## src/rtl/rv_pkg.sv

```systemverilog
`default_nettype none

package rv_pkg;

    localparam int XLEN       = 32;
    localparam int REG_ADDR_W = 5;
    localparam int IMEM_WORDS = 256;
    localparam int IMEM_AW    = 8;
    localparam int DMEM_WORDS = 256;
    localparam int DMEM_AW    = 8;

    localparam logic [XLEN-1:0] UART_TX_ADDR = 32'h20020;   // uart transmit byte

    // base opcodes
    localparam logic [6:0] OPC_OP     = 7'b0110011;
    localparam logic [6:0] OPC_OP_IMM = 7'b0010011;
    localparam logic [6:0] OPC_LUI    = 7'b0110111;
    localparam logic [6:0] OPC_AUIPC  = 7'b0010111;
    localparam logic [6:0] OPC_JAL    = 7'b1101111;
    localparam logic [6:0] OPC_JALR   = 7'b1100111;
    localparam logic [6:0] OPC_BRANCH = 7'b1100011;
    localparam logic [6:0] OPC_LOAD   = 7'b0000011;
    localparam logic [6:0] OPC_STORE  = 7'b0100011;

    localparam logic [6:0] F7_BASE = 7'b0000000;
    localparam logic [6:0] F7_ALT  = 7'b0100000;    // sub / sra / srai

    typedef enum logic [5:0] {
        OP_NOP,
        OP_ADD, OP_SUB, OP_AND, OP_OR, OP_XOR,
        OP_SLL, OP_SRL, OP_SRA, OP_SLT, OP_SLTU,
        OP_ADDI, OP_ANDI, OP_ORI, OP_XORI, OP_SLTI,
        OP_SLTIU, OP_SLLI, OP_SRLI, OP_SRAI,
        OP_LUI, OP_AUIPC, OP_JAL, OP_JALR,
        OP_BEQ, OP_BNE, OP_BLT, OP_BGE, OP_BLTU, OP_BGEU,
        OP_LW, OP_SW, OP_SB
    } op_t;

    typedef struct packed {
        logic [XLEN-1:0] instr;
        logic [XLEN-1:0] pc;
        logic [XLEN-1:0] pc_plus4;
        logic            valid;
    } fetch_t;

    typedef struct packed {
        op_t                   op;
        logic [REG_ADDR_W-1:0] rd;
        logic [REG_ADDR_W-1:0] rs1;
        logic [REG_ADDR_W-1:0] rs2;
        logic [XLEN-1:0]       imm;
        logic [XLEN-1:0]       pc;
        logic [XLEN-1:0]       pc_plus4;
    } decoded_t;

    typedef struct packed {
        logic [DMEM_AW-1:0] addr;     // word index
        logic [3:0]         strb;
        logic [XLEN-1:0]    wdata;
    } mem_req_t;

endpackage

`default_nettype wire

```

## src/rtl/reg_file.sv

```systemverilog
`timescale 1ns/1ps
`default_nettype none

module reg_file import rv_pkg::*; (
    input  logic                  clk,
    input  logic [REG_ADDR_W-1:0] i_rs1,
    input  logic [REG_ADDR_W-1:0] i_rs2,
    output logic [XLEN-1:0]       o_rs1_data,
    output logic [XLEN-1:0]       o_rs2_data,
    input  logic                  i_we,
    input  logic [REG_ADDR_W-1:0] i_rd,
    input  logic [XLEN-1:0]       i_wdata
);

    logic [XLEN-1:0] regs [1:31];    // x0 has no storage

    assign o_rs1_data = (i_rs1 == '0) ? '0 : regs[i_rs1];
    assign o_rs2_data = (i_rs2 == '0) ? '0 : regs[i_rs2];

    always_ff @(posedge clk) begin
        if (i_we && (i_rd != '0)) begin
            regs[i_rd] <= i_wdata;
        end
    end

endmodule

`default_nettype wire

```

## config.mk

```make
export PLATFORM = sky130hd
export DESIGN_NAME = reg_file
export DESIGN_NICKNAME = d
export VERILOG_FILES = /design/src/rtl/rv_pkg.sv /design/src/rtl/reg_file.sv
export SDC_FILE = /design/constraint.sdc
export NUM_CORES = 1
export LEC_CHECK = 0
export BUFFER_PORTS_ARGS = -buffer_cell sky130_fd_sc_hd__buf_4
export CORE_MARGIN = 3
export CORE_UTILIZATION = 40
export CTS_CLUSTER_DIAMETER = 120
export DETAILED_ROUTE_END_ITERATION = 8
export PLACE_DENSITY = 0.55
export SYNTH_ARGS = -nofsm -noshare
export SYNTH_HDL_FRONTEND = slang
export SYNTH_SLANG_ARGS = --single-unit
```

## constraint.sdc

```tcl
create_clock -name clk -period 5.15 [get_ports clk]
set_clock_uncertainty 0.1 [all_clocks]
set_input_delay 0 -clock clk [delete_from_list [all_inputs] [get_ports clk]]
set_output_delay 0 -clock clk [all_outputs]
set_load 0.005 [all_outputs]
```

==> impl_metrics.csv <==
group,metric,value,unit
cts,tritoncts,"built",
global_routing,grt_pass1_vias,28300,
timing,hold_slack,0.171,ns
logic_synthesis,synthArstFlopShare,0,%
power,p_sw_share,22.6,%
cts,htree_levels,3,
worst_setup_path,cpMostUsedCell,"buf_4",
cts,clock-sinks,992,
global_routing,grt_max_degree,106,
worst_setup_path,worstPathCellList,"buf_4, buf_4, nor2b_4, buf_4, a22oi_1, nand3_1, nand4_1, buf_4",
power,switchingPower,4.23,mW
drt,drtAntennaViolNets,0,
power,p_leak,17.6,nW
cts,post-cts-setup-buffers,0,
placement,postPlaceCellArea,49300,um^2
worst_setup_path,critPathRequiredTime,5.05,ns
timing,rsz0062_at_grt,"false",
logic_synthesis,synthFlopType,"edfxtp_1",
power,pwr-share-seq,48.2,%
floorplanning,dieArea,120000,um^2
timing,fin_tns_setup,0,ns
cts,cts.path.max_buffers,3,
drt,drt_pre_antenna_iters,7,
placement,portBuffers,112,
worst_setup_path,crit_path_max_fanout,38,
timing,setup_viol,0,
timing,slew_viol_final,0,
logic_synthesis,synthMuxAreaShare,24.6,%
final_layout,largest_reg_flops,992,
logic_synthesis,synth_largest_area_cell,"edfxtp_1",
logic_synthesis,synth_compound_area_share,5.17,%
timing,hold_violations,0,
worst_setup_path,cpPeakStageDelay,0.75,ns
cts,path_clk_slew,0.06,ns
worst_setup_path,end_kind,"output port",
power,ir_drop,291,uV
drt,drc,0,
drt,wl_per_cell,35.2,um
global_routing,grt_usage,25.1,%
final_layout,fin_area,53300,um^2
floorplanning,row_count,124,
hold_path,hold_class,"primary input to register",
drt,wl,153000,um
logic_synthesis,ys_warn_count,0,
global_routing,grt_overflow_total,0,
logic_synthesis,synth_area,46500,um^2
worst_setup_path,slowest_stage,"buf_4",
final_layout,drive_above_1_share,27.1,%
final_layout,regMostFlops,"regs",
outcome,status,"complete, no violations",
final_layout,largestRegisters,"regs: 992 flops",
final_layout,final_util,46.4,%
logic_synthesis,synth_top_family_by_area,"multiplexers",
worst_setup_path,critPathTopFamily,"buffers and inverters",
timing,fin_crit_sh,60.9,%
worst_setup_path,worstSetupStartpointType,"primary input",
drt,vias,28000,
drt,drt_iter0_drc,3614,
logic_synthesis,syn-num-nets,2650,
logic_synthesis,yosysMostFrequentCell,"edfxtp_1",
timing,relSlewSlack,14.4,%
flow_run,maxCapViolCount,0,
logic_synthesis,synth_xor_area_share,0,%
logic_synthesis,synth.avg_cell_area,17.9,um^2
floorplanning,die_x,347,um
logic_synthesis,ys_ff_latch,992,
timing,min_period,3.14,ns
logic_synthesis,yosys-top-cells-area,"edfxtp_1, mux4_2, mux2i_1, a22oi_1, nor2_1",
cts,numCtsBuffers,107,
logic_synthesis,synth_edf_count,992,
floorplanning,die_y,347,um
logic_synthesis,yosysSeqAreaShare,64.1,%
timing,worstMarginPinSlew,1.28,ns
power,comb_power_share,8.8,%
power,p_per_area,352,nW/um^2
timing,fmax,0.319,GHz
worst_setup_path,cp.arrival,3.04,ns
global_routing,grt_pass1_wl,215000,um
worst_setup_path,worstSetupPathType,"primary input to output port",
final_layout,fillers,9721,
cts,cts-root-buf,"clkbuf_16",
drt,routed_via_density,6.43,
cts,cts_resized,0,
placement,dp_hpwl,89500,um
logic_synthesis,yosysTopAreaCellShare,64.1,%
floorplanning,ios,113,
final_layout,final_nets,2788,
floorplanning,start_util,40.5,%
logic_synthesis,synthTopCellsByCount,"edfxtp_1, mux4_2, mux2i_1",
floorplanning,coreArea,115000,um^2
logic_synthesis,synth_simple_gate_area_share,3.85,%
placement,gp_congestion,0.825,
final_layout,area_growth_syn_to_layout,14.6,%
power,clkPwrFrac,43.0,%
power,internal_power,14.5,mW
logic_synthesis,synth_cell_type_count,38,
worst_setup_path,crit_buf_inv,4,
logic_synthesis,syn_inst,2601,
global_routing,antenna_found_initial,16,
logic_synthesis,synth-adder-area-share,0,%
## cell families after synthesis
logic type             Yosys count
flip-flops                     992
multiplexers                   698
AND/OR/NAND/NOR                374
AO/OA/AOI/OAI                  332
buffers and inverters          205
## metrics by stage
stage / total power, mW / worst slack, ns / cells
finish: 18.7 / 2.01 / 4348
floorplan: 10.1 / 2.63 / 2601
global placement: 10.8 / 2.07 / 4106
detailed placement: 10.8 / 2.09 / 4106
global route: 19.3 / 1.96 / 4342
CTS: 18.8 / 2.08 / 4342
## repair_timing
action,CTS,global route
hold buffers,36,0
setup endpoints to repair,0,0
hold endpoints to repair,1014,0
## cell usage in the layout, fill, tap and decap left out, types with 32 or more instances in the layout
cell type and instances:
a21oi_1 67, a22o_1 45, a22oi_1 92, and2_1 33, buf_4 180, clkbuf_16 110, dlygate4sd3_1 36, edfxtp_1 992
mux2_2 34, mux2i_1 316, mux4_2 339, nand2_1 88, nand3_1 52, nor2_1 82, nor2_4 32
## path summary, 6_finish.rpt
path              slack (ns)  cells past startpoint   startpoint              to
setup / recovery        2.01                      8     i_rs2[1]  o_rs2_data[10]
hold / removal          0.17                      2  i_wdata[14]     regs[1][14]
## metal layers
metal / part of all wire, % / vias up / global-route usage [%] / wire length (um)
met5: 0.031 / - / 0 / 48
met4: 2.9 / 6 / 7.24 / 4430
met3: 9.1 / 288 / 4.58 / 13900
met2: 46 / 1506 / 38.8 / 70400
met1: 42 / 15000 / 36.6 / 64100
li1: - / 11200 / - / -
## cell type report
class | instances | area [um^2] | area share [%]
repair buffers | 233 | 2020 | 3.79
diodes | 6 | 15.0 | 0.0282
flip-flops and latches | 992 | 29800 | 55.9
clock buffers | 131 | 2830 | 5.31
clock inverters | 69 | 826 | 1.55
well taps | 1512 | 1890 | 3.55
multi-input cells | 1404 | 15900 | 29.9
inverters | 1 | 3.75 | 0.00704
## power groups by stage
stage / Combinational [mW] / Clock [mW] / Sequential (mW)
floorplan: 0.940 / 0 / 9.18
global placement: 1.60 / 0 / 9.19
detailed placement: 1.61 / 0 / 9.19
CTS: 1.65 / 8.17 / 9.03
global route: 1.73 / 8.51 / 9.03
finish: 1.64 / 8.06 / 9.03
Note: power is estimated with default switching activity, not from simulation.
