===== config.mk =====
export PLATFORM = sky130hd
export DESIGN_NAME = inst_decoder
export DESIGN_NICKNAME = d
export VERILOG_FILES = /design/src/rtl/rv_pkg.sv /design/src/rtl/inst_decoder.sv
export SDC_FILE = /design/constraint.sdc
export NUM_CORES = 1
export LEC_CHECK = 0
export ABC_CLOCK_PERIOD_IN_PS = 2000
export BUFFER_PORTS_ARGS = -buffer_cell sky130_fd_sc_hd__buf_2
export CAP_MARGIN = 20
export CORE_AREA = 2 2 83 85
export DETAILED_ROUTE_END_ITERATION = 7
export DIE_AREA = 0 0 85 87
export RECOVER_POWER = 25
export SETUP_SLACK_MARGIN = 0.4
export SLEW_MARGIN = 20
export SYNTH_ARGS = -nofsm -noshare
export SYNTH_HDL_FRONTEND = slang
export SYNTH_SLANG_ARGS = --single-unit

===== constraint.sdc =====
create_clock -name vclk -period 2
set_input_delay 0.3 -clock vclk [all_inputs]
set_output_delay 0.3 -clock vclk [all_outputs]
set_load 0.02 [all_outputs]

===== src/rtl/rv_pkg.sv =====
`default_nettype none

package rv_pkg;

    localparam int XLEN       = 32;
    localparam int REG_ADDR_W = 5;
    localparam int IMEM_WORDS = 256;
    localparam int IMEM_AW    = 8;
    localparam int DMEM_WORDS = 256;
    localparam int DMEM_AW    = 8;

    localparam logic [XLEN-1:0] UART_TX_ADDR = 32'h20020;   // uart transmit byte

    // base opcodes
    localparam logic [6:0] OPC_OP     = 7'b0110011;
    localparam logic [6:0] OPC_OP_IMM = 7'b0010011;
    localparam logic [6:0] OPC_LUI    = 7'b0110111;
    localparam logic [6:0] OPC_AUIPC  = 7'b0010111;
    localparam logic [6:0] OPC_JAL    = 7'b1101111;
    localparam logic [6:0] OPC_JALR   = 7'b1100111;
    localparam logic [6:0] OPC_BRANCH = 7'b1100011;
    localparam logic [6:0] OPC_LOAD   = 7'b0000011;
    localparam logic [6:0] OPC_STORE  = 7'b0100011;

    localparam logic [6:0] F7_BASE = 7'b0000000;
    localparam logic [6:0] F7_ALT  = 7'b0100000;    // sub / sra / srai

    typedef enum logic [5:0] {
        OP_NOP,
        OP_ADD, OP_SUB, OP_AND, OP_OR, OP_XOR,
        OP_SLL, OP_SRL, OP_SRA, OP_SLT, OP_SLTU,
        OP_ADDI, OP_ANDI, OP_ORI, OP_XORI, OP_SLTI,
        OP_SLTIU, OP_SLLI, OP_SRLI, OP_SRAI,
        OP_LUI, OP_AUIPC, OP_JAL, OP_JALR,
        OP_BEQ, OP_BNE, OP_BLT, OP_BGE, OP_BLTU, OP_BGEU,
        OP_LW, OP_SW, OP_SB
    } op_t;

    typedef struct packed {
        logic [XLEN-1:0] instr;
        logic [XLEN-1:0] pc;
        logic [XLEN-1:0] pc_plus4;
        logic            valid;
    } fetch_t;

    typedef struct packed {
        op_t                   op;
        logic [REG_ADDR_W-1:0] rd;
        logic [REG_ADDR_W-1:0] rs1;
        logic [REG_ADDR_W-1:0] rs2;
        logic [XLEN-1:0]       imm;
        logic [XLEN-1:0]       pc;
        logic [XLEN-1:0]       pc_plus4;
    } decoded_t;

    typedef struct packed {
        logic [DMEM_AW-1:0] addr;     // word index
        logic [3:0]         strb;
        logic [XLEN-1:0]    wdata;
    } mem_req_t;

endpackage

`default_nettype wire


===== src/rtl/inst_decoder.sv =====
`timescale 1ns/1ps
`default_nettype none

module inst_decoder import rv_pkg::*; (
    input  fetch_t   i_fetch,
    output decoded_t o_dec
);

    logic [XLEN-1:0] ins;
    logic [6:0]      opcode;
    logic [2:0]      funct3;
    logic [6:0]      funct7;
    logic [XLEN-1:0] imm_i;
    logic [XLEN-1:0] imm_s;
    logic [XLEN-1:0] imm_b;
    logic [XLEN-1:0] imm_u;
    logic [XLEN-1:0] imm_j;
    logic [XLEN-1:0] imm;
    op_t             op;

    assign ins    = i_fetch.instr;
    assign opcode = ins[6:0];
    assign funct3 = ins[14:12];
    assign funct7 = ins[31:25];

    assign imm_i = {{20{ins[31]}}, ins[31:20]};
    assign imm_s = {{20{ins[31]}}, ins[31:25], ins[11:7]};
    assign imm_b = {{19{ins[31]}}, ins[31], ins[7], ins[30:25], ins[11:8], 1'b0};
    assign imm_u = {ins[31:12], 12'h000};
    assign imm_j = {{11{ins[31]}}, ins[31], ins[19:12], ins[20], ins[30:21], 1'b0};

    always_comb begin
        op  = OP_NOP;
        imm = '0;
        case (opcode)
            OPC_OP: begin
                case ({funct7, funct3})
                    {F7_BASE, 3'b000}: op = OP_ADD;
                    {F7_ALT,  3'b000}: op = OP_SUB;
                    {F7_BASE, 3'b001}: op = OP_SLL;
                    {F7_BASE, 3'b010}: op = OP_SLT;
                    {F7_BASE, 3'b011}: op = OP_SLTU;
                    {F7_BASE, 3'b100}: op = OP_XOR;
                    {F7_BASE, 3'b101}: op = OP_SRL;
                    {F7_ALT,  3'b101}: op = OP_SRA;
                    {F7_BASE, 3'b110}: op = OP_OR;
                    {F7_BASE, 3'b111}: op = OP_AND;
                    default:           op = OP_NOP;
                endcase
            end
            OPC_OP_IMM: begin
                imm = imm_i;    // shifts use the low 5 bits as shamt
                case (funct3)
                    3'b000:  op = OP_ADDI;
                    3'b010:  op = OP_SLTI;
                    3'b011:  op = OP_SLTIU;
                    3'b100:  op = OP_XORI;
                    3'b110:  op = OP_ORI;
                    3'b111:  op = OP_ANDI;
                    3'b001:  op = (funct7 == F7_BASE) ? OP_SLLI : OP_NOP;
                    default: op = (funct7 == F7_BASE) ? OP_SRLI :
                                  (funct7 == F7_ALT)  ? OP_SRAI : OP_NOP;
                endcase
            end
            OPC_BRANCH: begin
                imm = imm_b;
                case (funct3)
                    3'b000:  op = OP_BEQ;
                    3'b001:  op = OP_BNE;
                    3'b100:  op = OP_BLT;
                    3'b101:  op = OP_BGE;
                    3'b110:  op = OP_BLTU;
                    3'b111:  op = OP_BGEU;
                    default: op = OP_NOP;
                endcase
            end
            OPC_LOAD: begin
                imm = imm_i;
                op  = (funct3 == 3'b010) ? OP_LW : OP_NOP;    // lw only
            end
            OPC_STORE: begin
                imm = imm_s;
                op  = (funct3 == 3'b000) ? OP_SB :
                      (funct3 == 3'b010) ? OP_SW : OP_NOP;
            end
            OPC_JALR: begin
                imm = imm_i;
                op  = (funct3 == 3'b000) ? OP_JALR : OP_NOP;
            end
            OPC_JAL: begin
                imm = imm_j;
                op  = OP_JAL;
            end
            OPC_LUI: begin
                imm = imm_u;
                op  = OP_LUI;
            end
            OPC_AUIPC: begin
                imm = imm_u;
                op  = OP_AUIPC;
            end
            default: op = OP_NOP;
        endcase
    end

    assign o_dec = '{op:       i_fetch.valid ? op : OP_NOP,    // flushed slot
                     rd:       ins[11:7],
                     rs1:      ins[19:15],
                     rs2:      ins[24:20],
                     imm:      imm,
                     pc:       i_fetch.pc,
                     pc_plus4: i_fetch.pc_plus4};

endmodule

`default_nettype wire


==> impl_metrics.prom <==
# TYPE chip_impl_metric gauge
chip_impl_metric{name="initial_utilization",unit=""} 0.229
chip_impl_metric{name="top_level_ports",unit=""} 214
chip_impl_metric{name="static-leakage-power",unit="uW"} 0.00107
chip_impl_metric{name="power.density_cell_area",unit="nW/um^2"} 149
chip_impl_metric{name="area_growth_syn_to_layout",unit="%"} 42.7
chip_impl_metric{name="synth_fp_nets",unit=""} 323
chip_impl_info{name="post_synth_main_area_contributors",value="sky130_fd_sc_hd__buf_4 (39%), sky130_fd_sc_hd__a21o_1 (9.5%), sky130_fd_sc_hd__and2_1 (3.7%)"} 1
chip_impl_metric{name="sw_frac_of_total",unit=""} 0.554
chip_impl_info{name="hold_path_end",value="o_dec[0]"} 1
chip_impl_metric{name="diodes",unit=""} 0
chip_impl_metric{name="yosysUniqueCellTypes",unit=""} 46
chip_impl_metric{name="comb_power_share",unit=""} 1.000
chip_impl_metric{name="yosysTopAreaCellShare",unit=""} 0.394
chip_impl_metric{name="drt-total-wl",unit="um"} 4900
chip_impl_metric{name="n_sequential_cell",unit=""} 0
chip_impl_info{name="worstSetupEndpointType",value="output port"} 1
chip_impl_metric{name="final_nets",unit=""} 346
chip_impl_metric{name="maxClockFrequency",unit="MHz"} 505
chip_impl_metric{name="peakVddDrop",unit="mV"} 0.0970
chip_impl_info{name="layout.cells.most_common",value="sky130_fd_sc_hd__buf_2"} 1
chip_impl_metric{name="cap_violations",unit=""} 0
chip_impl_metric{name="p_int",unit="uW"} 143
chip_impl_metric{name="pwr-share-clk",unit=""} 0
chip_impl_metric{name="report.final.hold_viol_count",unit=""} 0
chip_impl_info{name="grt_setup_unrepaired",value="true"} 1
chip_impl_metric{name="seqPwrFrac",unit=""} 0
chip_impl_metric{name="portBuffers",unit=""} 86
chip_impl_metric{name="grt_util_all_layers",unit=""} 0.120
chip_impl_metric{name="grt_antenna_before_repair",unit=""} 0
chip_impl_metric{name="die_height",unit="um"} 87
chip_impl_metric{name="synth_area_per_cell",unit="um^2"} 6.65
chip_impl_metric{name="floorplan.rows",unit=""} 30
chip_impl_metric{name="crit_arrival",unit="ns"} 1.68
chip_impl_info{name="path_delay_family",value="simple AND/OR/NAND/NOR gates"} 1
chip_impl_metric{name="cts_hold_buffers",unit=""} 0
chip_impl_info{name="worstPathCellList",value="buf_6 > or3_4 > or2_4 > and2_4 > nor2_4 > buf_12 > a21o_1 > buf_6"} 1
chip_impl_metric{name="wl_per_cell",unit="um"} 15.0
chip_impl_metric{name="clock_buffer_instance_count_of_the_final_layout",unit=""} 0
chip_impl_info{name="critical-path-slowest-cell",value="sky130_fd_sc_hd__or3_4"} 1
chip_impl_metric{name="fillers",unit=""} 696
chip_impl_info{name="hold_path_class",value="primary input to output port"} 1
chip_impl_info{name="commonest_cells_after_routing_fill_and_taps_aside",value="sky130_fd_sc_hd__buf_2 (49), sky130_fd_sc_hd__buf_4 (31), sky130_fd_sc_hd__buf_6 (27)"} 1
chip_impl_metric{name="floorplan_core_area",unit="um^2"} 6570
chip_impl_metric{name="first_global_vias",unit=""} 1460
chip_impl_metric{name="gr-total-overflow",unit=""} 0
chip_impl_metric{name="fin_crit",unit="ns"} 1.98
chip_impl_info{name="synth.largest_area_cell",value="sky130_fd_sc_hd__buf_4"} 1
chip_impl_metric{name="via_count",unit=""} 1590
chip_impl_metric{name="drtPass1Iterations",unit=""} 4
chip_impl_metric{name="setup_slack",unit="ns"} 0.0189
chip_impl_metric{name="worstPathMaxFanout",unit=""} 11
chip_impl_metric{name="critical_path.max_stage_delay",unit="ns"} 0.38
chip_impl_metric{name="ff_latch_area",unit="um^2"} 0
chip_impl_metric{name="worst_hold_path.num_cells",unit=""} 0
chip_impl_metric{name="route.antenna.remaining_nets",unit=""} 0
chip_impl_metric{name="final_layout_size_suffix_gt1_frac",unit=""} 0.696
chip_impl_metric{name="grt_start_max_net_pins",unit=""} 12
chip_impl_metric{name="yosys_warnings",unit=""} 0
chip_impl_metric{name="timing.max_slew.rel_slack",unit=""} 0.736
chip_impl_metric{name="yosysSeqAreaShare",unit=""} 0
chip_impl_metric{name="worstMarginPinSlew",unit="ns"} 0.395
chip_impl_metric{name="synth_cells",unit=""} 226
chip_impl_metric{name="critPathBufInv",unit=""} 3
chip_impl_metric{name="multiInputGateArea",unit="um^2"} 1160
chip_impl_metric{name="maxSlewViolCount",unit=""} 0
chip_impl_metric{name="fin_crit_sh",unit=""} 0.991
chip_impl_metric{name="floorplan.die.width",unit="um"} 85
chip_impl_info{name="hold_path.startpoint",value="i_fetch[1]"} 1
chip_impl_metric{name="setup_viol",unit=""} 0
chip_impl_metric{name="place_hpwl",unit="um"} 3800
chip_impl_info{name="criticalPathCategory",value="primary input to output port"} 1
chip_impl_metric{name="required",unit="ns"} 1.70
chip_impl_info{name="setup.worst_path.start_class",value="primary input"} 1
chip_impl_metric{name="grt_first_pass_wirelength",unit="um"} 7590
chip_impl_metric{name="viasPerCell",unit=""} 4.86
chip_impl_metric{name="drc_errors",unit=""} 0
chip_impl_metric{name="drt-initial-drc-count",unit=""} 67
chip_impl_metric{name="place_ws",unit="ns"} -0.0725
chip_impl_metric{name="netSwitchingPower",unit="uW"} 177
chip_impl_metric{name="final_core_occ",unit=""} 0.327
chip_impl_info{name="crit_top_cell",value="sky130_fd_sc_hd__buf_6"} 1
chip_impl_info{name="run_status",value="complete, no violations"} 1
chip_impl_metric{name="die_area",unit="um^2"} 7400
chip_impl_metric{name="finalWeightedCongestion",unit=""} 0.785
chip_impl_metric{name="syn-cell-area",unit="um^2"} 1500
## cell type report
class / instances / area share
multi-input cells: 130 / 0.542
well taps: 80 / 0.0466
repair buffers: 113 / 0.404
inverters: 4 / 0.00700
## logic make-up (layout without fill, tap and decap cells)
kind of cell               after synthesis  in the layout  share of synthesized area
muxes                                    3              3                     0.0200
and+or+nand+nor                         68             68                      0.262
buffers and inverters                   96            117                      0.448
adders and majority gates                1              1                    0.00666
AOI/OAI and AO/OA                       58             58                      0.264
## layer usage
metal	GRT usage	part of all wire
met1	0.167	0.40
met2	0.188	0.51
met3	0.0351	0.083
met4	0.0159	0.0073
met5	0	0
## how the worst max path moves through the flow
stage / startpoint / endpoint / slack (ns) / cells past startpoint
final: i_fetch[70] / o_dec[93] / 0.02 / 8
after detailed placement: i_fetch[70] / o_dec[70] / -0.07 / 7
after global placement: i_fetch[70] / o_dec[72] / -0.09 / 7
after floorplan: i_fetch[70] / o_dec[84] / 0.26 / 6
after global routing: i_fetch[70] / o_dec[93] / -0.03 / 8
after CTS: i_fetch[70] / o_dec[84] / 0.02 / 8
## power groups by stage
stage	Clock (uW)	Sequential (uW)	Combinational, uW
after floorplan	0	0	367
after global placement	0	0	266
after detailed placement	0	0	267
after CTS	0	0	309
after global routing	0	0	344
final	0	0	320
## repair_timing
item | CTS | global route
gates resized for setup | 86 | 16
pin swaps | 18 | 8
buffers inserted | 3 | 3
setup endpoints to repair | 37 | 37
cloned | 0 | 0
## Yosys cell counts (all sizes together) (2+ instances only)
master   n
a32oi    2
and3     5
nor2    14
nor4b    2
nor3b    3
a31oi    2
nor4     2
buf     86
o21ai   10
clkbuf   6
a22o     4
nand2   14
mux2i    3
inv      4
nand3    5
a21oi   11
nor3     4
a32o     2
and2    10
o211ai   2
a21o    19
or3      2
## through the flow
step / instance area, um^2 / setup TNS [ns] / total power, uW / cells / hold WS (ns)
floorplan: 1750 / 0 / 367 / 226 / 0.713
global placement: 1760 / -0.867 / 266 / 321 / 0.600
detailed placement: 1760 / -1.02 / 267 / 321 / 0.600
CTS: 2070 / 0 / 309 / 324 / 0.600
global route: 2150 / -0.175 / 344 / 327 / 0.600
finish: 2150 / 0 / 320 / 327 / 0.600
(Power assumes the default switching activity.)
